`config.mk`:
```
export PLATFORM = sky130hd
export DESIGN_NAME = lsu_stq
export DESIGN_NICKNAME = d
export VERILOG_FILES = /design/src/logic/lsu_pkg.sv /design/src/logic/lsu_stq.sv
export SDC_FILE = /design/constraint.sdc
export NUM_CORES = 1
export LEC_CHECK = 0
export BUFFER_PORTS_ARGS = -buffer_cell sky130_fd_sc_hd__buf_2
export CAP_MARGIN = 20
export CORE_ASPECT_RATIO = 1.2
export CORE_MARGIN = 4
export CORE_UTILIZATION = 55
export DETAILED_ROUTE_END_ITERATION = 6
export PLACE_DENSITY = 0.77
export SYNTH_ARGS = -nofsm -noshare
export SYNTH_HDL_FRONTEND = slang
export SYNTH_SLANG_ARGS = --single-unit
```
`constraint.sdc`:
```
create_clock -name i_clk -period 2.2 [get_ports i_clk]
set_input_delay 0.44 -clock i_clk [delete_from_list [all_inputs] [get_ports i_clk]]
set_output_delay 0.44 -clock i_clk [all_outputs]
set_load 0.05 [all_outputs]
```
`src/logic/lsu_pkg.sv`:
```
`default_nettype none

package lsu_pkg;

  // ##########################################################################
  // sizes
  // ##########################################################################

  localparam int INST_W    = 32;
  localparam int ADDR_W    = 8;
  localparam int DATA_W    = 16;
  localparam int MEM_DEPTH = 256;
  localparam int RD_W      = 5;

  localparam int LDQ_SIZE  = 4;
  localparam int LDQ_PTR_W = 3;
  localparam int STQ_SIZE  = 4;
  // one extra bit over the index so that a full queue differs from an empty one.
  localparam int STQ_PTR_W = 3;

  // memory clearing runs over the reset cycles, a slice of words per cycle.
  localparam int CLR_CYCLES = 16;
  localparam int CLR_W      = 4;
  localparam int CLR_WORDS  = MEM_DEPTH / CLR_CYCLES;

  // ##########################################################################
  // instruction word
  // ##########################################################################

  localparam logic [1:0] CAT_LD = 2'b01;
  localparam logic [1:0] CAT_ST = 2'b10;

  // the category sits at the same place in both views.
  typedef struct packed {
    logic [1:0]                             cat;
    logic [RD_W-1:0]                        rd;
    logic [ADDR_W-1:0]                      addr;
    logic [INST_W-2-RD_W-ADDR_W-1:0]        pad;
  } lsu_ld_fmt_t;

  typedef struct packed {
    logic [1:0]                             cat;
    logic [ADDR_W-1:0]                      addr;
    logic [DATA_W-1:0]                      data;
    logic [INST_W-2-ADDR_W-DATA_W-1:0]      pad;
  } lsu_st_fmt_t;

  typedef union packed {
    lsu_ld_fmt_t ld;
    lsu_st_fmt_t st;
  } lsu_inst_u;

endpackage

`default_nettype wire

```
`src/logic/lsu_stq.sv`:
```
`timescale 1ns/10ps
`default_nettype none

module lsu_stq (
  input  logic                          i_clk,
  input  logic                          i_reset,

  input  logic                          i_disp_valid,
  input  lsu_pkg::lsu_inst_u            i_disp_inst,

  input  logic                          i_commit,
  input  logic                          i_st_grant,

  output logic                          o_stq_full,
  output logic [lsu_pkg::STQ_PTR_W-1:0] o_stq_alloc_ptr,
  output logic [lsu_pkg::STQ_PTR_W-1:0] o_stq_retire_ptr,

  output logic                          o_st_req,
  output logic [lsu_pkg::ADDR_W-1:0]    o_st_addr,
  output logic [lsu_pkg::DATA_W-1:0]    o_st_data
);

  logic [lsu_pkg::STQ_PTR_W-1:0] alloc_ptr;
  logic [lsu_pkg::STQ_PTR_W-1:0] commit_ptr;
  logic [lsu_pkg::STQ_PTR_W-1:0] retire_ptr;
  logic [lsu_pkg::STQ_PTR_W-2:0] alloc_idx;
  logic [lsu_pkg::STQ_PTR_W-2:0] retire_idx;

  logic [lsu_pkg::ADDR_W-1:0]    ent_addr [lsu_pkg::STQ_SIZE];
  logic [lsu_pkg::DATA_W-1:0]    ent_data [lsu_pkg::STQ_SIZE];

  assign alloc_idx  = alloc_ptr[lsu_pkg::STQ_PTR_W-2:0];
  assign retire_idx = retire_ptr[lsu_pkg::STQ_PTR_W-2:0];

  // a slot is free only once its store has been written, not at commit.
  assign o_stq_full = (alloc_idx == retire_idx) &&
                      (alloc_ptr[lsu_pkg::STQ_PTR_W-1] != retire_ptr[lsu_pkg::STQ_PTR_W-1]);

  always_ff @(posedge i_clk) begin
    if (i_reset) begin
      alloc_ptr  <= '0;
      commit_ptr <= '0;
      retire_ptr <= '0;
    end else begin
      if (i_disp_valid) begin
        alloc_ptr <= alloc_ptr + 1'b1;
      end
      if (i_commit) begin
        commit_ptr <= commit_ptr + 1'b1;
      end
      if (i_st_grant) begin
        retire_ptr <= retire_ptr + 1'b1;
      end
    end
  end

  always_ff @(posedge i_clk) begin
    if (i_disp_valid) begin
      ent_addr[alloc_idx] <= i_disp_inst.st.addr;
      ent_data[alloc_idx] <= i_disp_inst.st.data;
    end
  end

  assign o_stq_alloc_ptr  = alloc_ptr;
  assign o_stq_retire_ptr = retire_ptr;

  // the oldest store requests while it sits behind the commit pointer.
  assign o_st_req  = (commit_ptr != retire_ptr);
  assign o_st_addr = ent_addr[retire_idx];
  assign o_st_data = ent_data[retire_idx];

  // ##########################################################################
  // checks
  // ##########################################################################

  a_no_disp_full : assert property (
    @(posedge i_clk) disable iff (i_reset)
    i_disp_valid |-> !o_stq_full
  ) else $error("store dispatched into a full store queue.");

  a_commit_known : assert property (
    @(posedge i_clk) disable iff (i_reset)
    i_commit |-> (commit_ptr != alloc_ptr)
  ) else $error("commit pulse with no uncommitted store.");

endmodule

`default_nettype wire

```
==> metrics.md, run 1 <==
| Metric | Value |
|---|---|
| Run status | finished, final reports clean |
| Core Area | 0.007232 mm^2 |
| Worst Path Required | 1760 ps |
| Startpoint Class | register |
| H-tree levels | 3 |
| Vias | 1933 |
| Slew headroom | 71.01% |
| Worst Path Arrival | 1690 ps |
| Sw Share | 26.88% |
| Library cells used by synthesis | 20 |
| RePlAce Congestion | 0.6600 |
| Drt first-iter violations | 121 |
| CP max FO | 6 |
| Clock buffer count from CTS | 9 |
| Clock Sinks | 107 |
| Initial Utilization | 56.02% |
| Post-layout min period | 2132 ps |
| Mean Syn Cell Area | 22.38 um^2 |
| Antenna violations before repair | 0 |
| Post-Syn Nets | 224 |
| Period utilization | 96.91% |
| LEAKAGE | 1.687 nW |
| Die area | 0.008809 mm^2 |
| Fmax | 0.4690 GHz |
| CTS Hold Buffers Added | 0 |
| Seq/Total Area, Yosys | 76.59% |
| Final WL | 6.567 mm |
| Drt drc | 0 |
| Peak supply drop | 0.0004150 V |
| Vias/cell | 5.539 |
| Commonest non-fill, non-tap cell in the layout | edfxtp_1 |
| Vias in the first global route | 2047 |
| Postcts setup bufs | 0 |
| Share of layout cells above drive strength 1 | 43.24% |
| Reg2reg setup slack | 630 ps |
| Pwr per Cell Area | 890.1 mW/mm^2 |
| Critical path's slowest cell | mux4_2 |
| Worst-skew pair later-pin latency | 350 ps |
| Synthesized flop and latch total | 107 |
| Mapped Area | 0.004051 mm^2 |
| Total grt overflow | 0 |
| Critical path buffers and inverters | 2 |
| FP Rows | 34 |
| IO Count | 69 |
| FF-to-FF Start | o_stq_alloc_ptr[0] |
| Max stage delay on crit path | 520 ps |
| Worst hold-check path type | in -> reg |
| Synthesis Warnings | 0 |
| CTS tree | yes |
| Die W | 86.35 um |
| Critical Setup Path Class | reg -> out |
| DRT Pass-1 Iters | 4 |
| Worst Hold Launch | i_disp_inst[16] |
| Number of fill cells | 509 |
| Post-Syn Instances | 181 |
| Final Skew | 6.097 ps |
| I/O Buffers | 60 |
| Final nets | 297 |
| Clock Tree Buf Depth | 2 |
| First-pass GRT wire length | 10.50 mm |
| Final setup vio count | 0 |
| Combinational share of power | 17.9% |
| Inserted Diodes | 0 |
| R2R depth | 4 |
| Clk pin slew, worst setup/hold paths | 90 ps |
| Crit-path cells | clkbuf_16, mux4_2, buf_4 |
| Worst R2R End | ent_data[2][2] |
| Area growth, synth to finish | 17.94% |
| Hold depth | 1 |
| Root buffer cell | clkbuf_8 |
| Worst setup EP type | output port |
| Psw | 1.143 mW |
| Total track usage | 16.22% |
| Die Y | 102.0 um |
| Slew @ Worst Pin | 434.8 ps |
| Final Hold Fails | 0 |
| Clk pwr share | 26.7% |
| Max-cap violation count | 0 |
| Cell internal pwr | 3.110 mW |
| Hpwl dp | 4.144 mm |
| Detail Route Antenna Nets | 0 |
| RSZ-0062 raised after global routing | no |
| Hold_ws | 293.2 ps |
| Commonest cells after routing, fill and taps aside | edfxtp_1 (96), buf_2 (45), mux4_2 (22), buf_4 (16), dfxtp_1 (10) |
| Maximum number of pins on one net before global-route repair | 25 |
| Drt wl/cell | 18.82 um |
| Util after Layout | 66.07% |
| Flop pwr share | 55.4% |
| Worst hold path endpoint | ent_data[1][10] |
| Top delay family on crit path | multiplexers |
| Slew Limit Fails | 0 |
[worst max path at each step]
stage,from,endpoint,slack [ps],depth (start not counted)
after floorplan,o_stq_alloc_ptr[0],ent_addr[3][0],190,2
after global placement,register,o_st_data[15],350,3
after detailed placement,register,o_st_data[15],330,3
after CTS,register,o_st_addr[7],-20,3
after global routing,register,o_st_addr[6],20,3
final,register,o_st_data[15],70,3
[synthesized netlist by cell type]
library cell | count | area (um^2)
edfxtp_1 | 96 | 2883
mux4_2 | 20 | 450.4
dfxtp_1 | 11 | 220.2
nor2_1 | 7 | 26.28
xnor2_1 | 7 | 61.31
ha_1 | 6 | 75.07
and2_1 | 4 | 25.02
mux4_1 | 4 | 105.1
a21bo_2 | 3 | 30.03
a21oi_1 | 3 | 15.01
clkbuf_1 | 3 | 11.26
mux2i_1 | 3 | 30.03
nand3b_1 | 3 | 22.52
buf_12 | 2 | 40.04
buf_2 | 2 | 10.01
inv_1 | 2 | 7.510
xor2_1 | 2 | 17.52
buf_6 | 1 | 11.26
nand3_1 | 1 | 5.000
nor3_1 | 1 | 5.000
[logic make-up (layout without fill, tap and decap cells)]
logic type,count (synthesis),in the layout,synth area share [%]
and+or+nand+nor,16,16,2.069
AOI/OAI and AO/OA,6,6,1.112
muxes,27,27,14.45
xor gates and xnor gates,9,9,1.946
buffers and inverters,10,88,1.977
DFF,107,107,76.59
adders and majority gates,6,6,1.853
[state kept, by name, indices dropped and copies added (netlist names), named ones only]
name,count
ent_data,64
o_stq_retire_ptr,3
ent_addr,32
o_stq_alloc_ptr,3
commit_ptr,3
[power by group through the flow]
stage	combinational (mW)	clock, mW	sequential, mW
final	0.763	1.13	2.36
after global routing	0.807	1.25	2.37
after CTS	0.761	1.17	2.36
after detailed placement	0.714	0	2.40
after global placement	0.705	0	2.39
after floorplan	0.520	0	2.42
[area by class of cell]
cell class / count / area [um^2] / area share (%)
multi-input combinational: 64 / 865.8 / 18.12
clock buffer: 9 / 123.9 / 2.592
tap: 90 / 112.6 / 2.357
inverter: 2 / 7.507 / 0.1571
timing repair buffer: 70 / 494.2 / 10.34
sequential: 107 / 3107 / 65.02
clock inverter: 7 / 67.56 / 1.414
[through the flow]
stage	worst slack (ps)	power [mW]	std cells	setup TNS, ps	area, um^2
final	67.88	4.253	349	0	4778
after global routing	18.79	4.428	349	0	4778
after CTS	-19.95	4.286	348	-19.95	4752
after detailed placement	330.0	3.112	331	0	4483
after global placement	345.6	3.097	331	0	4483
after floorplan	189.4	2.935	181	0	4056
[per-layer routing]
metal	part of all wire [%]	global-route usage, %
met1	42	20.33
met5	0	0
met4	1.3	5.396
met2	52	27.92
met3	5.1	3.952
[timing repair]
action,CTS,global route
gates cloned,1,1
setup endpoints to repair,3,2
gates resized for setup,21,5
No activity file was read; power rests on OpenSTA's default activity.
==> run 2, diff against run 1 <==
--- a/config.mk
+++ b/config.mk
@@ -11,7 +11,10 @@
 export CORE_MARGIN = 4
 export CORE_UTILIZATION = 55
 export DETAILED_ROUTE_END_ITERATION = 6
+export MAX_ROUTING_LAYER = met4
 export PLACE_DENSITY = 0.77
+export SETUP_SLACK_MARGIN = 0.2
+export SKIP_CTS_REPAIR_TIMING = 1
 export SYNTH_ARGS = -nofsm -noshare
 export SYNTH_HDL_FRONTEND = slang
 export SYNTH_SLANG_ARGS = --single-unit
==> metrics.md, run 2 (synthesis results as in run 1) <==
| Metric | Value |
|---|---|
| Run status | finished, final reports clean |
| Root buffer cell | clkbuf_8 |
| Commonest non-fill, non-tap cell in the layout | edfxtp_1 |
| Placed cell area | 0.004489 mm^2 |
| Max-cap violation count | 0 |
| Area of the multi-input gates | 859.6 um^2 |
| Post-layout min period | 2117 ps |
| Metal2 WL | 3.345 mm |
| Die Y | 102.0 um |
| Max reg flops | 64 |
| Initial Utilization | 56.02% |
| Core Area | 0.007232 mm^2 |
| Drt drc | 0 |
| Clock Sinks | 107 |
| IO Count | 69 |
| FP Rows | 34 |
| Number of fill cells | 467 |
| LEAKAGE | 1.728 nW |
| Peak supply drop | 0.0005501 V |
| Final Hold Fails | 0 |
| Clock Tree Buf Depth | 2 |
| Clock buffer count from CTS | 9 |
| Post-route cell area | 0.004882 mm^2 |
| Antenna violations before repair | 0 |
| Final Power | 4.448 mW |
| Register area | 0.003107 mm^2 |
| Slew headroom | 75.68% |
| Reg2reg setup slack | 710 ps |
| Final nets | 299 |
| Worst setup EP type | output port |
| Drt wl/cell | 18.11 um |
| Worst Path Arrival | 1680 ps |
| Pwr per Cell Area | 911.0 mW/mm^2 |
| Fmax | 0.4724 GHz |
| Final worst slack | 83.20 ps |
| Hold_ws | 293.2 ps |
| H-tree levels | 3 |
| Worst-skew pair later-pin latency | 350 ps |
| CP max FO | 8 |
| Final Skew | 9.268 ps |
| Area growth, synth to finish | 20.51% |
| Slew Limit Fails | 0 |
| Total track usage | 16.18% |
| Share of layout cells above drive strength 1 | 45.21% |
| Worst Path Required | 1760 ps |
| CTS tree | yes |
| Inserted Diodes | 0 |
| Slew @ Worst Pin | 364.8 ps |
| First-pass GRT wire length | 10.06 mm |
| Highest Signal Layer | met4 |
| Hold depth | 1 |
| I/O Buffers | 60 |
| Detail Route Antenna Nets | 0 |
| Worst Hold Launch | i_disp_inst[8] |
| FF-to-FF Start | o_stq_alloc_ptr[0] |
| Dpl cells | 330 |
| Final std cells w/o fill | 351 |
| Period utilization | 96.22% |
| Total grt overflow | 0 |
| Worst R2R End | ent_addr[3][1] |
| Vias/cell | 5.356 |
| Worst hold-check path type | in -> reg |
| Maximum number of pins on one net before global-route repair | 25 |
| RePlAce Congestion | 0.6313 |
| Startpoint Class | register |
| WL met3 | 280 um |
| Drt first-iter violations | 124 |
| Critical Setup Path Class | reg -> out |
| Worst hold path endpoint | ent_data[3][2] |
| Final WL | 6.356 mm |
| Biggest regs | ent_data (64), ent_addr (32) |
| Die area | 0.008809 mm^2 |
| Die W | 86.35 um |
| Vias in the first global route | 2010 |
| Pre-CTS setup slack | 264.5 ps |
| Final setup vio count | 0 |
| Top reg by flops | ent_data |
| Post-route met1 wirelength | 2.570 mm |
| Commonest cells after routing, fill and taps aside | edfxtp_1 (96), buf_2 (37), mux4_2 (24), buf_6 (20), buf_4 (11) |
| Clk pin slew, worst setup/hold paths | 100 ps |
| DRT Pass-1 Iters | 4 |
| R2R depth | 3 |
| Hpwl dp | 3.971 mm |
| Vias | 1880 |
| RSZ-0062 raised after global routing | yes |
-- run 2: cell types whose count changed in the layout (fill, tap and decap cells not counted), moves of 2 or more --
cell	before	now
buf_6	5	20
buf_2	45	37
buf_12	2	4
mux4_1	2	0
mux4_2	22	24
buf_4	16	11
-- run 2: report_power, final --
| group | total [mW] | switching [mW] | internal (mW) |
|---|---|---|---|
| Clock | 1.28 | 0.629 | 0.649 |
| Sequential | 2.35 | 0.0391 | 2.31 |
| Combinational | 0.816 | 0.498 | 0.318 |
-- run 2: cell type report --
cell class	count	share of cell area [%]
tap	90	2.307
clock buffer	9	2.537
sequential	107	63.63
timing repair buffer	72	11.74
multi-input combinational	64	17.61
inverter	2	0.1538
clock inverter	7	2.025
-- run 2: worst max-delay path by stage --
stage                  startpoint           end  slack [ps]  cells past startpoint
3_3_place_gp             register  o_st_addr[5]         270                      3
2_1_floorplan  o_stq_alloc_ptr[0]    o_stq_full         190                      2
3_5_place_dp             register  o_st_addr[5]         260                      3
4_1_cts                  register  o_st_addr[5]        -140                      3
5_1_grt                  register  o_st_data[5]           9                      4
6_report                 register  o_st_data[5]          80                      4
-- run 2: worst max-delay path, cell delays in order, from the launching register on --
cell and delay (ps):
dfxtp_4 390, buf_12 110, buf_12 130, mux4_2 520
buf_6 170
-- run 2: stage by stage --
stage	util (%)	TNS (ps)
floorplan	-	0
global placement	62.08	0
detailed placement	62.08	0
CTS	65.16	-1797
global route	67.51	0
finish	67.51	0
-- run 2: layer usage --
layer / track usage (%) / vias to the layer above
met4: 7.554 / 0
met2: 27.56 / 54
met5: - / -
met3: 3.629 / 12
li1: - / 878
met1: 18.13 / 936
==> run 3, diff against run 2 <==
--- a/config.mk
+++ b/config.mk
@@ -9,10 +9,10 @@
 export CAP_MARGIN = 20
 export CORE_ASPECT_RATIO = 1.2
 export CORE_MARGIN = 4
-export CORE_UTILIZATION = 55
+export CORE_UTILIZATION = 50
 export DETAILED_ROUTE_END_ITERATION = 6
 export MAX_ROUTING_LAYER = met4
-export PLACE_DENSITY = 0.77
+export PLACE_DENSITY = 0.71
 export SETUP_SLACK_MARGIN = 0.2
 export SKIP_CTS_REPAIR_TIMING = 1
 export SYNTH_ARGS = -nofsm -noshare
==> metrics.md, run 3 (synthesis results as in run 1) <==
| Metric | Value |
|---|---|
| Worst Path Arrival | 1630 ps |
| Antenna violations before repair | 0 |
| RSZ-0062 raised after global routing | yes |
| Commonest non-fill, non-tap cell in the layout | edfxtp_1 |
| Top reg by flops | ent_data |
| Drt drc | 0 |
| Final WL | 6.161 mm |
| Commonest cells after routing, fill and taps aside | edfxtp_1 (96), buf_2 (36), buf_4 (25), mux4_2 (23), dfxtp_1 (10) |
| CP max FO | 11 |
| Die Y | 106.6 um |
| Core Area | 0.007795 mm^2 |
| Clk pin slew, worst setup/hold paths | 100 ps |
| Share of layout cells above drive strength 1 | 43.58% |
| Critical Setup Path Class | reg -> out |
| Grt met2 use | 22.80% |
| IO Count | 69 |
| GR Util met1 | 16.58% |
| Setup TNS Final | 0 ps |
| Final Hold Fails | 0 |
| Area growth, synth to finish | 16.62% |
| I/O Buffers | 60 |
| Util after Layout | 60.61% |
| Initial Utilization | 51.97% |
| LEAKAGE | 1.652 nW |
| Drt first-iter violations | 98 |
| Maximum number of pins on one net before global-route repair | 25 |
| Vias/cell | 5.215 |
| Dpl cells | 333 |
| Drt wl/cell | 17.65 um |
| FF-to-FF Start | o_stq_alloc_ptr[0] |
| Total grt overflow | 0 |
| Fmax | 0.4832 GHz |
| Slew Limit Fails | 0 |
| Pwr per Cell Area | 877.7 mW/mm^2 |
| H-tree levels | 3 |
| Max reg flops | 64 |
| GR peak layer | met2 |
| Clock Tree Buf Depth | 2 |
| Worst-skew pair later-pin latency | 350 ps |
| First-pass GRT wire length | 9.880 mm |
| DRT Pass-1 Iters | 4 |
| Die W | 90.17 um |
| Peak supply drop | 0.0004703 V |
| Final std cells w/o fill | 349 |
| RePlAce Congestion | 0.6591 |
| Final nets | 295 |
| Startpoint Class | register |
| Final Skew | 9.223 ps |
| Worst hold-check path type | in -> reg |
| Clock buffer count from CTS | 9 |
| Worst setup EP type | output port |
| Worst Hold Launch | i_disp_inst[11] |
| Hpwl dp | 3.942 mm |
| Worst Path Required | 1760 ps |
| Biggest regs | ent_data (64), ent_addr (32) |
| Max stage delay on crit path | 520 ps |
| Slew @ Worst Pin | 357.8 ps |
| Clock Sinks | 107 |
| Vias | 1820 |
| CTS tree | yes |
| Slew headroom | 76.15% |
| Max-cap violation count | 0 |
| FP Rows | 35 |
| Period utilization | 94.07% |
| Critical path's slowest cell | mux4_2 |
| Inserted Diodes | 0 |
| Vias in the first global route | 1918 |
| Final setup vio count | 0 |
| Total track usage | 14.02% |
| Detail Route Antenna Nets | 0 |
| Crit-path cells | buf_12, mux4_2, buf_4 |
| Number of fill cells | 562 |
| GR met3 Demand/Resource | 3.579% |
| Post-layout min period | 2070 ps |
| Root buffer cell | clkbuf_8 |
| Run status | finished, final reports clean |
| Die area | 0.009613 mm^2 |
## run 3: metrics by stage
| stage | cell area, um^2 | setup WS, ps | power (mW) | hold WS [ps] |
|---|---|---|---|---|
| after floorplan | 4058 | 191.5 | 2.935 | 508.3 |
| after global placement | 4474 | 372.6 | 3.097 | 540.3 |
| after detailed placement | 4474 | 374.7 | 3.107 | 550.1 |
| after CTS | 4651 | -26.69 | 4.135 | 272.3 |
| after global routing | 4725 | 56.47 | 4.313 | 274.3 |
| final | 4725 | 130.4 | 4.147 | 293.3 |
## run 3: critical path, delay by kind of cell (launching register included)
family                 cells  cell delay, ps
DFF                        1             400
buffers and inverters      2             370
muxes                      1             520
## run 3: report_power, final
part	switching (mW)	internal [mW]
combinational	0.483	0.269
sequential	0.0379	2.31
clock	0.627	0.415
## run 3: final timing paths
check,to,slack (ps),cells past startpoint
hold reg to reg,commit_ptr[0],560,2
setup reg to reg,ent_data[3][14],720,3
setup / recovery,o_st_addr[4],130,3
hold / removal,ent_data[1][5],290,1
## run 3: layout make-up
class / instances / area, um^2 / share of cell area [%]
inverters: 2 / 7.507 / 0.1589
well taps: 92 / 115.1 / 2.436
multi-input cells: 64 / 863.3 / 18.27
clock inverters: 7 / 52.55 / 1.112
repair buffers: 68 / 455.4 / 9.640
clock buffers: 9 / 123.9 / 2.622
flip-flops and latches: 107 / 3107 / 65.76
## run 3: layer usage
layer | part of all wire (%) | vias to the layer above
met4 | 1.3 | 0
met1 | 43 | 906
met3 | 4.1 | 6
met2 | 52 | 39
met5 | 0 | -
li1 | - | 869
