<file path="src/logic/lsu_pkg.sv">
`default_nettype none

package lsu_pkg;

  // ##########################################################################
  // sizes
  // ##########################################################################

  localparam int INST_W    = 32;
  localparam int ADDR_W    = 8;
  localparam int DATA_W    = 16;
  localparam int MEM_DEPTH = 256;
  localparam int RD_W      = 5;

  localparam int LDQ_SIZE  = 4;
  localparam int LDQ_PTR_W = 3;
  localparam int STQ_SIZE  = 4;
  // one extra bit over the index so that a full queue differs from an empty one.
  localparam int STQ_PTR_W = 3;

  // memory clearing runs over the reset cycles, a slice of words per cycle.
  localparam int CLR_CYCLES = 16;
  localparam int CLR_W      = 4;
  localparam int CLR_WORDS  = MEM_DEPTH / CLR_CYCLES;

  // ##########################################################################
  // instruction word
  // ##########################################################################

  localparam logic [1:0] CAT_LD = 2'b01;
  localparam logic [1:0] CAT_ST = 2'b10;

  // the category sits at the same place in both views.
  typedef struct packed {
    logic [1:0]                             cat;
    logic [RD_W-1:0]                        rd;
    logic [ADDR_W-1:0]                      addr;
    logic [INST_W-2-RD_W-ADDR_W-1:0]        pad;
  } lsu_ld_fmt_t;

  typedef struct packed {
    logic [1:0]                             cat;
    logic [ADDR_W-1:0]                      addr;
    logic [DATA_W-1:0]                      data;
    logic [INST_W-2-ADDR_W-DATA_W-1:0]      pad;
  } lsu_st_fmt_t;

  typedef union packed {
    lsu_ld_fmt_t ld;
    lsu_st_fmt_t st;
  } lsu_inst_u;

endpackage

`default_nettype wire

</file>
<file path="src/logic/lsu_ldq.sv">
`timescale 1ns/10ps
`default_nettype none

module lsu_ldq (
  input  logic                          i_clk,
  input  logic                          i_reset,

  input  logic                          i_disp_valid,
  input  lsu_pkg::lsu_inst_u            i_disp_inst,

  input  logic [lsu_pkg::STQ_PTR_W-1:0] i_stq_alloc_ptr,
  input  logic [lsu_pkg::STQ_PTR_W-1:0] i_stq_retire_ptr,

  input  logic                          i_ld_grant,

  output logic                          o_ldq_full,
  output logic                          o_ld_req,
  output logic [lsu_pkg::ADDR_W-1:0]    o_ld_addr,
  output logic [lsu_pkg::RD_W-1:0]      o_ld_rd
);

  logic [lsu_pkg::LDQ_PTR_W-1:0] head_ptr;
  logic [lsu_pkg::LDQ_PTR_W-1:0] tail_ptr;
  logic [lsu_pkg::LDQ_PTR_W-2:0] head_idx;
  logic [lsu_pkg::LDQ_PTR_W-2:0] tail_idx;
  logic                          ldq_empty;

  logic [lsu_pkg::RD_W-1:0]      ent_rd   [lsu_pkg::LDQ_SIZE];
  logic [lsu_pkg::ADDR_W-1:0]    ent_addr [lsu_pkg::LDQ_SIZE];
  logic [lsu_pkg::STQ_PTR_W-1:0] ent_snap [lsu_pkg::LDQ_SIZE];
  logic [lsu_pkg::LDQ_SIZE-1:0]  ent_ready;

  assign head_idx  = head_ptr[lsu_pkg::LDQ_PTR_W-2:0];
  assign tail_idx  = tail_ptr[lsu_pkg::LDQ_PTR_W-2:0];
  assign ldq_empty = (head_ptr == tail_ptr);

  assign o_ldq_full = (head_idx == tail_idx) &&
                      (head_ptr[lsu_pkg::LDQ_PTR_W-1] != tail_ptr[lsu_pkg::LDQ_PTR_W-1]);

  always_ff @(posedge i_clk) begin
    if (i_reset) begin
      head_ptr <= '0;
      tail_ptr <= '0;
    end else begin
      if (i_disp_valid) begin
        tail_ptr <= tail_ptr + 1'b1;
      end
      if (i_ld_grant) begin
        head_ptr <= head_ptr + 1'b1;
      end
    end
  end

  // each load remembers how far the store queue had allocated when it arrived.
  always_ff @(posedge i_clk) begin
    if (i_disp_valid) begin
      ent_rd[tail_idx]   <= i_disp_inst.ld.rd;
      ent_addr[tail_idx] <= i_disp_inst.ld.addr;
      ent_snap[tail_idx] <= i_stq_alloc_ptr;
    end
  end

  // the retire pointer passes each snapshot exactly once, so the match is
  // kept; younger stores may retire before a stalled load gets its grant.
  always_ff @(posedge i_clk) begin
    if (i_reset) begin
      ent_ready <= '0;
    end else begin
      for (int i = 0; i < lsu_pkg::LDQ_SIZE; i++) begin
        if (i_disp_valid && (tail_idx == i[lsu_pkg::LDQ_PTR_W-2:0])) begin
          ent_ready[i] <= 1'b0;
        end else if (i_stq_retire_ptr == ent_snap[i]) begin
          ent_ready[i] <= 1'b1;
        end
      end
    end
  end

  assign o_ld_req  = !ldq_empty &&
                     (ent_ready[head_idx] || (i_stq_retire_ptr == ent_snap[head_idx]));
  assign o_ld_addr = ent_addr[head_idx];
  assign o_ld_rd   = ent_rd[head_idx];

  // ##########################################################################
  // checks
  // ##########################################################################

  a_no_disp_full : assert property (
    @(posedge i_clk) disable iff (i_reset)
    i_disp_valid |-> !o_ldq_full
  ) else $error("load dispatched into a full load queue.");

  // a waiting load keeps its request until the memory stage takes it.
  a_req_hold : assert property (
    @(posedge i_clk) disable iff (i_reset)
    (o_ld_req && !i_ld_grant) |=> (o_ld_req && $stable(o_ld_addr))
  ) else $error("load request dropped or changed before its grant.");

endmodule

`default_nettype wire

</file>
<file path="config.mk">
export PLATFORM = sky130hd
export DESIGN_NAME = lsu_ldq
export DESIGN_NICKNAME = d
export VERILOG_FILES = /design/src/logic/lsu_pkg.sv /design/src/logic/lsu_ldq.sv
export SDC_FILE = /design/constraint.sdc
export NUM_CORES = 1
export LEC_CHECK = 0
export ABC_CLOCK_PERIOD_IN_PS = 4000
export BUFFER_PORTS_ARGS = -buffer_cell sky130_fd_sc_hd__buf_2
export CAP_MARGIN = 15
export CORE_UTILIZATION = 45
export DETAILED_ROUTE_END_ITERATION = 6
export GPL_ROUTABILITY_DRIVEN = 0
export HOLD_SLACK_MARGIN = 0.02
export PLACE_DENSITY = 0.66
export SYNTH_ARGS = -nofsm -noshare
export SYNTH_HDL_FRONTEND = slang
export SYNTH_SLANG_ARGS = --single-unit
</file>
<file path="constraint.sdc">
create_clock -name i_clk -period 4 [get_ports i_clk]
set_input_delay 0.4 -clock i_clk [delete_from_list [all_inputs] [get_ports i_clk]]
set_output_delay 0.4 -clock i_clk [all_outputs]
set_load 0.01 [all_outputs]
</file>
==> results of run 1 <==
==> worst min-delay path by stage <==
stage | cells after the start | endpoint | slack (ns) | start
2_1_floorplan | 2 | ent_ready[1] | 0.47 | ent_ready[1]
3_3_place_gp | 2 | ent_ready[1] | 0.49 | ent_ready[1]
3_5_place_dp | 2 | ent_ready[0] | 0.49 | ent_ready[0]
4_1_cts | 1 | ent_addr[3][7] | 0.25 | i_disp_inst[24]
5_1_grt | 1 | ent_addr[1][7] | 0.25 | i_disp_inst[24]
6_report | 1 | ent_addr[3][7] | 0.27 | i_disp_inst[24]
==> through the flow <==
step	cell area [sq um]	cells	utilization (%)	hold WS (ns)
final	3450	285	54.0	0.267
after floorplan	2980	160	-	0.465
after global placement	3240	269	50.7	0.487
after global routing	3450	285	54.0	0.247
after CTS	3450	285	54.0	0.250
after detailed placement	3240	269	50.7	0.486
==> cell families (layout without fill, tap and decap cells) <==
kind of cell               after synthesis  count (layout)
xor gates and xnor gates                20              20
AOI/OAI and AO/OA                        2               2
buffers and inverters                    9              57
DFF                                     76              76
muxes                                   17              17
and+or+nand+nor                         31              31
adders and majority gates                5               5
==> power by group through the flow <==
stage          Combinational, W  Clock [W]  Sequential, W
6_report               0.000160   0.000588       0.000924
5_1_grt                0.000177   0.000642       0.000929
4_1_cts                0.000163   0.000605       0.000925
3_5_place_dp           0.000163          0       0.000943
3_3_place_gp           0.000159          0       0.000940
2_1_floorplan          0.000114          0       0.000928
==> cell usage after synthesis, drive strengths merged <==
library cell and number:
o41ai 1, nor2 12, a32oi 1, mux2i 2
nand2 3, mux4 15, inv 3, nor4b 2
nor4 1, nor3 9, edfxtp 64, buf 3
dfxtp 12, clkbuf 3, xnor2 7, xor2 13
ha 5, and2 4
==> final cells by class <==
class                      instances  area [sq um]  area share, %
multi-input combinational         75           774           22.4
tap                               77          96.3           2.79
timing repair buffer              38           193           5.58
inverter                           3          11.3          0.326
sequential                        76          2160           62.7
clock inverter                     4          26.3          0.761
clock buffer                      12           188           5.44
==> flip-flops by register name, indices dropped and copies added, names as in the netlist, named ones only <==
name and count:
ent_addr 32, ent_rd 20, ent_snap 12, ent_ready 4, head_ptr 3, tail_ptr 3
==> worst reg2reg max path, delay by kind of cell, from the launching register on <==
| family | cells | cell delay [ns] |
|---|---|---|
| flip-flops | 1 | 0.43 |
| adder cells (fa/ha/maj) | 1 | 0.19 |
| AND/OR/NAND/NOR | 1 | 0.77 |
==> layer usage <==
metal  routed length, microns  vias up
met5                        0        -
met4                      127        0
met3                      164        9
met2                     2450       33
met1                     2010      755
li1                         -      701
==> out/qor.json, run 1 <==
{
  "run_status": {"value": "completed"},
  "p_clk_share": {"value": 35.2, "unit": "%"},
  "fillCellCount": {"value": 527},
  "post_cts_resized": {"value": 0},
  "port-buffer-count": {"value": 37},
  "commonest_cells_after_routing_fill_and_taps_aside": {"value": "sky130_fd_sc_hd__edfxtp_1 (64), sky130_fd_sc_hd__buf_2 (37), sky130_fd_sc_hd__xor2_1 (13)"},
  "detailedRoute.firstPassIterationCount": {"value": 4},
  "path_cells": {"value": "mux4_2, xnor2_1, o41ai_1, a32oi_1, buf_2"},
  "worstPathBufferInverterCount": {"value": 1},
  "nNetsFinal": {"value": 250},
  "grt_setup_unrepaired": {"value": "false"},
  "totalNegativeSetupSlack": {"value": 0, "unit": "ns"},
  "max_slew.worst_pin.slew": {"value": 0.982, "unit": "ns"},
  "cp_top_family": {"value": "flip-flops"},
  "rr_startpoint": {"value": "tail_ptr[0]"},
  "finalMaxSlewViolations": {"value": 0},
  "dieWidth": {"value": 83.4, "unit": "microns"},
  "design.core.area": {"value": 6390, "unit": "sq um"},
  "timing.max_cap.violations": {"value": 0},
  "num_antenna_cells": {"value": 0},
  "pwr-share-seq": {"value": 55.3, "unit": "%"},
  "post-layout-total-power": {"value": 0.00167, "unit": "W"},
  "min_period": {"value": 2.63, "unit": "ns"},
  "clock_sink_count": {"value": 76},
  "global_route_met3_utilization": {"value": 5.07, "unit": "%"},
  "synth-compound-area-share": {"value": 0.588, "unit": "%"},
  "yosys_warnings": {"value": 0},
  "portion_of_netlist_area_occupied_by_mux_cells": {"value": 12.4, "unit": "%"},
  "ioPinCount": {"value": 57},
  "worst-endpoint-required": {"value": 3.60, "unit": "ns"},
  "cts_inserted_buffers": {"value": 9},
  "row_count": {"value": 29},
  "combinational_family_with_the_most_area_after_synthesis": {"value": "multiplexers"},
  "peak_usage_layer_in_the_global_routing_report": {"value": "met2"},
  "drt.antenna.violating_nets": {"value": 0},
  "post_synth_and_or_nand_nor_area_fraction": {"value": 5.04, "unit": "%"},
  "synthDominantCellAreaShare": {"value": 64.5, "unit": "%"},
  "layout_commonest_cell": {"value": "sky130_fd_sc_hd__edfxtp_1"},
  "grt_usage": {"value": 15.5, "unit": "%"},
  "drc_errors": {"value": 0},
  "wl_per_cell": {"value": 16.7, "unit": "microns"},
  "worst_clock_skew": {"value": 0.00490, "unit": "ns"},
  "max_freq": {"value": 380, "unit": "MHz"},
  "grt-ovfl-total": {"value": 0},
  "postRouteWirelength": {"value": 4.75, "unit": "mm"},
  "pre_cts_slack": {"value": 1.72, "unit": "ns"},
  "floorplan.die_area": {"value": 6950, "unit": "sq um"},
  "cts_max_path_buffers": {"value": 2},
  "synth.ff_latch_count": {"value": 76},
  "timing.critical_path.from_type": {"value": "flop"},
  "postCtsHoldBufs": {"value": 0},
  "initial_utilization": {"value": 46.7, "unit": "%"},
  "global_route_wire_length_before_repair": {"value": 7.74, "unit": "mm"},
  "worst_setup_path_end_kind": {"value": "output port"},
  "power.density_cell_area": {"value": 484, "unit": "nW/um^2"},
  "clk_pin_slew_worst_paths": {"value": 0.08, "unit": "ns"},
  "postLayoutSetupSlackWorst": {"value": 1.37, "unit": "ns"},
  "sw_share": {"value": 22.5, "unit": "%"},
  "gr-usage-met2": {"value": 24.6, "unit": "%"},
  "hold_path_class": {"value": "in2reg"},
  "power.static_leakage": {"value": 1.21, "unit": "nW"},
  "timing.critical_path.arrival": {"value": 2.23, "unit": "ns"},
  "worstPathMaxFanout": {"value": 18},
  "grt_max_degree": {"value": 19},
  "htree_num_levels": {"value": 3},
  "syn_inst": {"value": 160},
  "tritoncts": {"value": "yes"},
  "dr_total_vias": {"value": 1498},
  "synth.yosys.seq_area_share": {"value": 72.5, "unit": "%"},
  "met1_usage": {"value": 18.1, "unit": "%"},
  "dieHeight": {"value": 83.4, "unit": "microns"},
  "maxSlewHeadroom": {"value": 34.5, "unit": "%"},
  "reg2reg_slack": {"value": 2.22, "unit": "ns"},
  "timing.setup.critical_path_class": {"value": "reg2out"},
  "timing.final.hold_violations": {"value": 0},
  "synthDominantAreaCellType": {"value": "sky130_fd_sc_hd__edfxtp_1"},
  "detailedRoute.firstIterationViolations": {"value": 56},
  "reg2reg_to": {"value": "ent_addr[3][1]"},
  "initial_antenna_violation_count": {"value": 0},
  "p_int": {"value": 0.00130, "unit": "W"},
  "post_synth_xor_area_fraction": {"value": 5.88, "unit": "%"},
  "worst_path_largest_cell_delay": {"value": 0.84, "unit": "ns"},
  "cts.repair_timing.setup_buffer_count": {"value": 0},
  "clk-insertion-delay-late": {"value": 0.35, "unit": "ns"},
  "grt_pass1_vias": {"value": 1586},
  "critical-path-slowest-cell": {"value": "sky130_fd_sc_hd__dfxtp_1"},
  "worst-r2r-cell-count": {"value": 2},
  "post_synth_main_area_contributors": {"value": "sky130_fd_sc_hd__edfxtp_1 (64%), sky130_fd_sc_hd__mux4_2 (9.1%), sky130_fd_sc_hd__dfxtp_1 (8.1%)"},
  "layout-drive-gt1-share": {"value": 31.7, "unit": "%"},
  "synthAdderAreaFrac": {"value": 2.10, "unit": "%"},
  "min_period_over_period": {"value": 65.7, "unit": "%"},
  "critPathCapture": {"value": "o_ld_req"},
  "worst-path-stages": {"value": 5},
  "dpl.hpwl": {"value": 3.03, "unit": "mm"},
  "via_per_inst": {"value": 5.26},
  "syn-num-nets": {"value": 207},
  "netlist_area_before_placement": {"value": 2980, "unit": "sq um"},
  "maximum_resistive_drop_on_vdd": {"value": 0.240, "unit": "mV"},
  "synth.distinct_cells": {"value": 20},
  "power.share.combinational": {"value": 9.6, "unit": "%"},
  "area.growth.synth_to_final": {"value": 15.8, "unit": "%"},
  "setup_violations": {"value": 0},
  "ctsRootBufferMaster": {"value": "sky130_fd_sc_hd__clkbuf_8"},
  "post_synthesis_average_cell_area": {"value": 18.6, "unit": "sq um"},
  "switchingPower": {"value": 0.000376, "unit": "W"}
}
Note: power is estimated with default switching activity, not from simulation.
==> inputs of run 2 (changes only) <==
Settings changed: ABC_CLOCK_PERIOD_IN_PS 4000 to 2300, PLACE_DENSITY 0.66 to 0.69.
Clock period 4 ns to 2.3 ns, I/O delays scaled along.
==> run 2 against run 1 <==
Against the previous run:
- critical path depth stayed put
- non-clock buffer count is 5 higher
- worst setup slack worse by 1.1 ns
- via count is 2.1% lower
- final area is 1.6% higher
- first-iteration DRC count is 18% lower
- sequential share of layout area is 0.98 points lower
- clock-buffer cell count is 1 lower
- combinational power is 87% higher
- global-route usage is 0.081 points lower
- utilization is 0.86 points higher
- total power is 83% higher
==> out/qor.json, run 2 (same netlist as run 1, synthesis figures left out) <==
{
  "worst_path_largest_cell_delay": {"value": 0.48, "unit": "ns"},
  "htree_num_levels": {"value": 3},
  "drc_errors": {"value": 0},
  "clock_sink_count": {"value": 76},
  "cts_max_path_buffers": {"value": 2},
  "timing.critical_path.arrival": {"value": 1.84, "unit": "ns"},
  "worst_clock_skew": {"value": 0.00422, "unit": "ns"},
  "max_reg_flops": {"value": 32},
  "floorplan.die_area": {"value": 6950, "unit": "sq um"},
  "design.core.area": {"value": 6390, "unit": "sq um"},
  "timing.max_cap.violations": {"value": 0},
  "initial_antenna_violation_count": {"value": 0},
  "cts.repair_timing.setup_buffer_count": {"value": 0},
  "regMostFlops": {"value": "ent_addr"},
  "timing.final.hold_violations": {"value": 0},
  "grt_max_degree": {"value": 19},
  "clk_pin_slew_worst_paths": {"value": 0.07, "unit": "ns"},
  "p_int": {"value": 0.00242, "unit": "W"},
  "drt.antenna.violating_nets": {"value": 0},
  "totalNegativeSetupSlack": {"value": 0, "unit": "ns"},
  "dieHeight": {"value": 83.4, "unit": "microns"},
  "reg_top3": {"value": "ent_addr x32, ent_rd x20, ent_snap x12"},
  "power.static_leakage": {"value": 1.25, "unit": "nW"},
  "row_count": {"value": 29},
  "grt_setup_unrepaired": {"value": "false"},
  "cts_inserted_buffers": {"value": 9},
  "top_layer": {"value": "met4"},
  "run_status": {"value": "completed"},
  "critical-path-slowest-cell": {"value": "sky130_fd_sc_hd__o41ai_1"},
  "sequential_cell_area": {"value": 2160, "unit": "sq um"},
  "grt_pass1_vias": {"value": 1574},
  "power.share.combinational": {"value": 9.8, "unit": "%"},
  "port-buffer-count": {"value": 37},
  "dpl.hpwl": {"value": 3.03, "unit": "mm"},
  "hold_slack": {"value": 0.0978, "unit": "ns"},
  "worst_setup_path_end_kind": {"value": "output port"},
  "power.density_cell_area": {"value": 871, "unit": "nW/um^2"},
  "p_clk_share": {"value": 38.0, "unit": "%"},
  "sw_share": {"value": 20.6, "unit": "%"},
  "postCtsHoldBufs": {"value": 0},
  "hold_path_class": {"value": "in2reg"},
  "ctsRootBufferMaster": {"value": "sky130_fd_sc_hd__clkbuf_8"},
  "initial_utilization": {"value": 46.7, "unit": "%"},
  "met3RoutedLength": {"value": 259, "unit": "microns"},
  "timing.setup.critical_path_class": {"value": "reg2out"},
  "clk-insertion-delay-late": {"value": 0.34, "unit": "ns"},
  "detailedRoute.firstPassIterationCount": {"value": 4},
  "post_cts_resized": {"value": 0},
  "min_period_over_period": {"value": 90.1, "unit": "%"},
  "fillCellCount": {"value": 515},
  "dieWidth": {"value": 83.4, "unit": "microns"},
  "wl_met1": {"value": 2.11, "unit": "mm"},
  "setup_violations": {"value": 0},
  "nNetsFinal": {"value": 255},
  "commonest_cells_after_routing_fill_and_taps_aside": {"value": "sky130_fd_sc_hd__edfxtp_1 (64), sky130_fd_sc_hd__buf_2 (37), sky130_fd_sc_hd__xor2_1 (13)"},
  "tritoncts": {"value": "yes"},
  "finalMaxSlewViolations": {"value": 0},
  "path_cells": {"value": "buf_4, nor4b_1, o41ai_1, a32oi_1, buf_2"},
  "multi_input_combinational_cell_area": {"value": 774, "unit": "sq um"},
  "maxSlewHeadroom": {"value": 71.8, "unit": "%"},
  "via_per_inst": {"value": 5.06},
  "area.growth.synth_to_final": {"value": 17.6, "unit": "%"},
  "grt-ovfl-total": {"value": 0},
  "detailedRoute.firstIterationViolations": {"value": 46},
  "layout-drive-gt1-share": {"value": 32.4, "unit": "%"},
  "grt_usage": {"value": 15.4, "unit": "%"},
  "worstPathMaxFanout": {"value": 17},
  "ioPinCount": {"value": 57},
  "min_period": {"value": 2.07, "unit": "ns"},
  "max_freq": {"value": 482, "unit": "MHz"},
  "timing.critical_path.from_type": {"value": "flop"},
  "maximum_resistive_drop_on_vdd": {"value": 0.441, "unit": "mV"},
  "dr_total_vias": {"value": 1467},
  "route.met2.wl": {"value": 2.32, "unit": "mm"},
  "num_antenna_cells": {"value": 0},
  "global_route_wire_length_before_repair": {"value": 7.61, "unit": "mm"},
  "max_slew.worst_pin.slew": {"value": 0.418, "unit": "ns"},
  "pwr-share-seq": {"value": 52.2, "unit": "%"},
  "switchingPower": {"value": 0.000630, "unit": "W"},
  "postRouteWirelength": {"value": 4.78, "unit": "mm"},
  "layout_commonest_cell": {"value": "sky130_fd_sc_hd__edfxtp_1"},
  "worst-endpoint-required": {"value": 2.07, "unit": "ns"},
  "wl_per_cell": {"value": 16.5, "unit": "microns"}
}
-- run 2: cell types whose count changed in the layout (fill, tap and decap cells not counted) --
cell / previous run / this run
sky130_fd_sc_hd__inv_6: 1 / 0
sky130_fd_sc_hd__buf_4: 1 / 6
sky130_fd_sc_hd__bufinv_16: 0 / 3
sky130_fd_sc_hd__clkbuf_1: 0 / 2
sky130_fd_sc_hd__clkinvlp_4: 1 / 0
sky130_fd_sc_hd__clkbuf_16: 2 / 0
sky130_fd_sc_hd__clkbuf_8: 10 / 9
-- run 2: area by class of cell --
class | count | area share [%]
Timing Repair Buffer | 43 | 6.57
Tap cell | 77 | 2.75
Clock buffer | 11 | 3.75
Multi-Input combinational cell | 75 | 22.1
Inverter | 3 | 0.321
Clock inverter | 5 | 2.86
Sequential cell | 76 | 61.7
-- run 2: worst max-delay path: cells and delay by family, from the launching register on --
kind,cells,cell delay [ns]
simple gates,1,0.10
flops,1,0.35
buf+inv,2,0.46
compound gates,2,0.57
-- run 2: metal layers --
| layer | GRT usage (%) | vias up |
|---|---|---|
| met4 | 6.11 | 0 |
| met2 | 24.4 | 38 |
| met3 | 6.56 | 10 |
| met5 | 0 | - |
| met1 | 18.6 | 708 |
| li1 | - | 711 |
-- run 2: final timing paths --
| kind | startpoint | end | slack [ns] | cells after the start |
|---|---|---|---|---|
| setup / recovery | flop | o_ld_req | 0.23 | 5 |
| hold / removal | i_disp_inst[22] | ent_addr[3][5] | 0.1 | 1 |
| setup reg to reg | tail_ptr[0] | ent_addr[0][0] | 0.96 | 4 |
| hold reg to reg | ent_ready[2] | ent_ready[2] | 0.50 | 2 |
-- run 2: through the flow --
| stage | utilization, % | cells | setup slack [ns] | cell area (sq um) | total power (W) |
|---|---|---|---|---|---|
| 4_1_cts | 54.9 | 290 | 0.191 | 3510 | 0.00309 |
| 2_1_floorplan | - | 160 | 0.671 | 2980 | 0.00181 |
| 3_3_place_gp | 51.3 | 274 | 0.580 | 3270 | 0.00192 |
| 5_1_grt | 54.9 | 290 | 0.0820 | 3510 | 0.00317 |
| 6_report | 54.9 | 290 | 0.227 | 3510 | 0.00305 |
| 3_5_place_dp | 51.3 | 274 | 0.580 | 3270 | 0.00193 |
-- run 2: power groups by stage --
stage                     logic (W)  registers (W)  clock network [W]
after floorplan            0.000198        0.00161                  0
after global placement     0.000300        0.00162                  0
after detailed placement   0.000304        0.00163                  0
after CTS                  0.000306        0.00160            0.00119
after global routing       0.000330        0.00160            0.00124
final                      0.000299        0.00159            0.00116
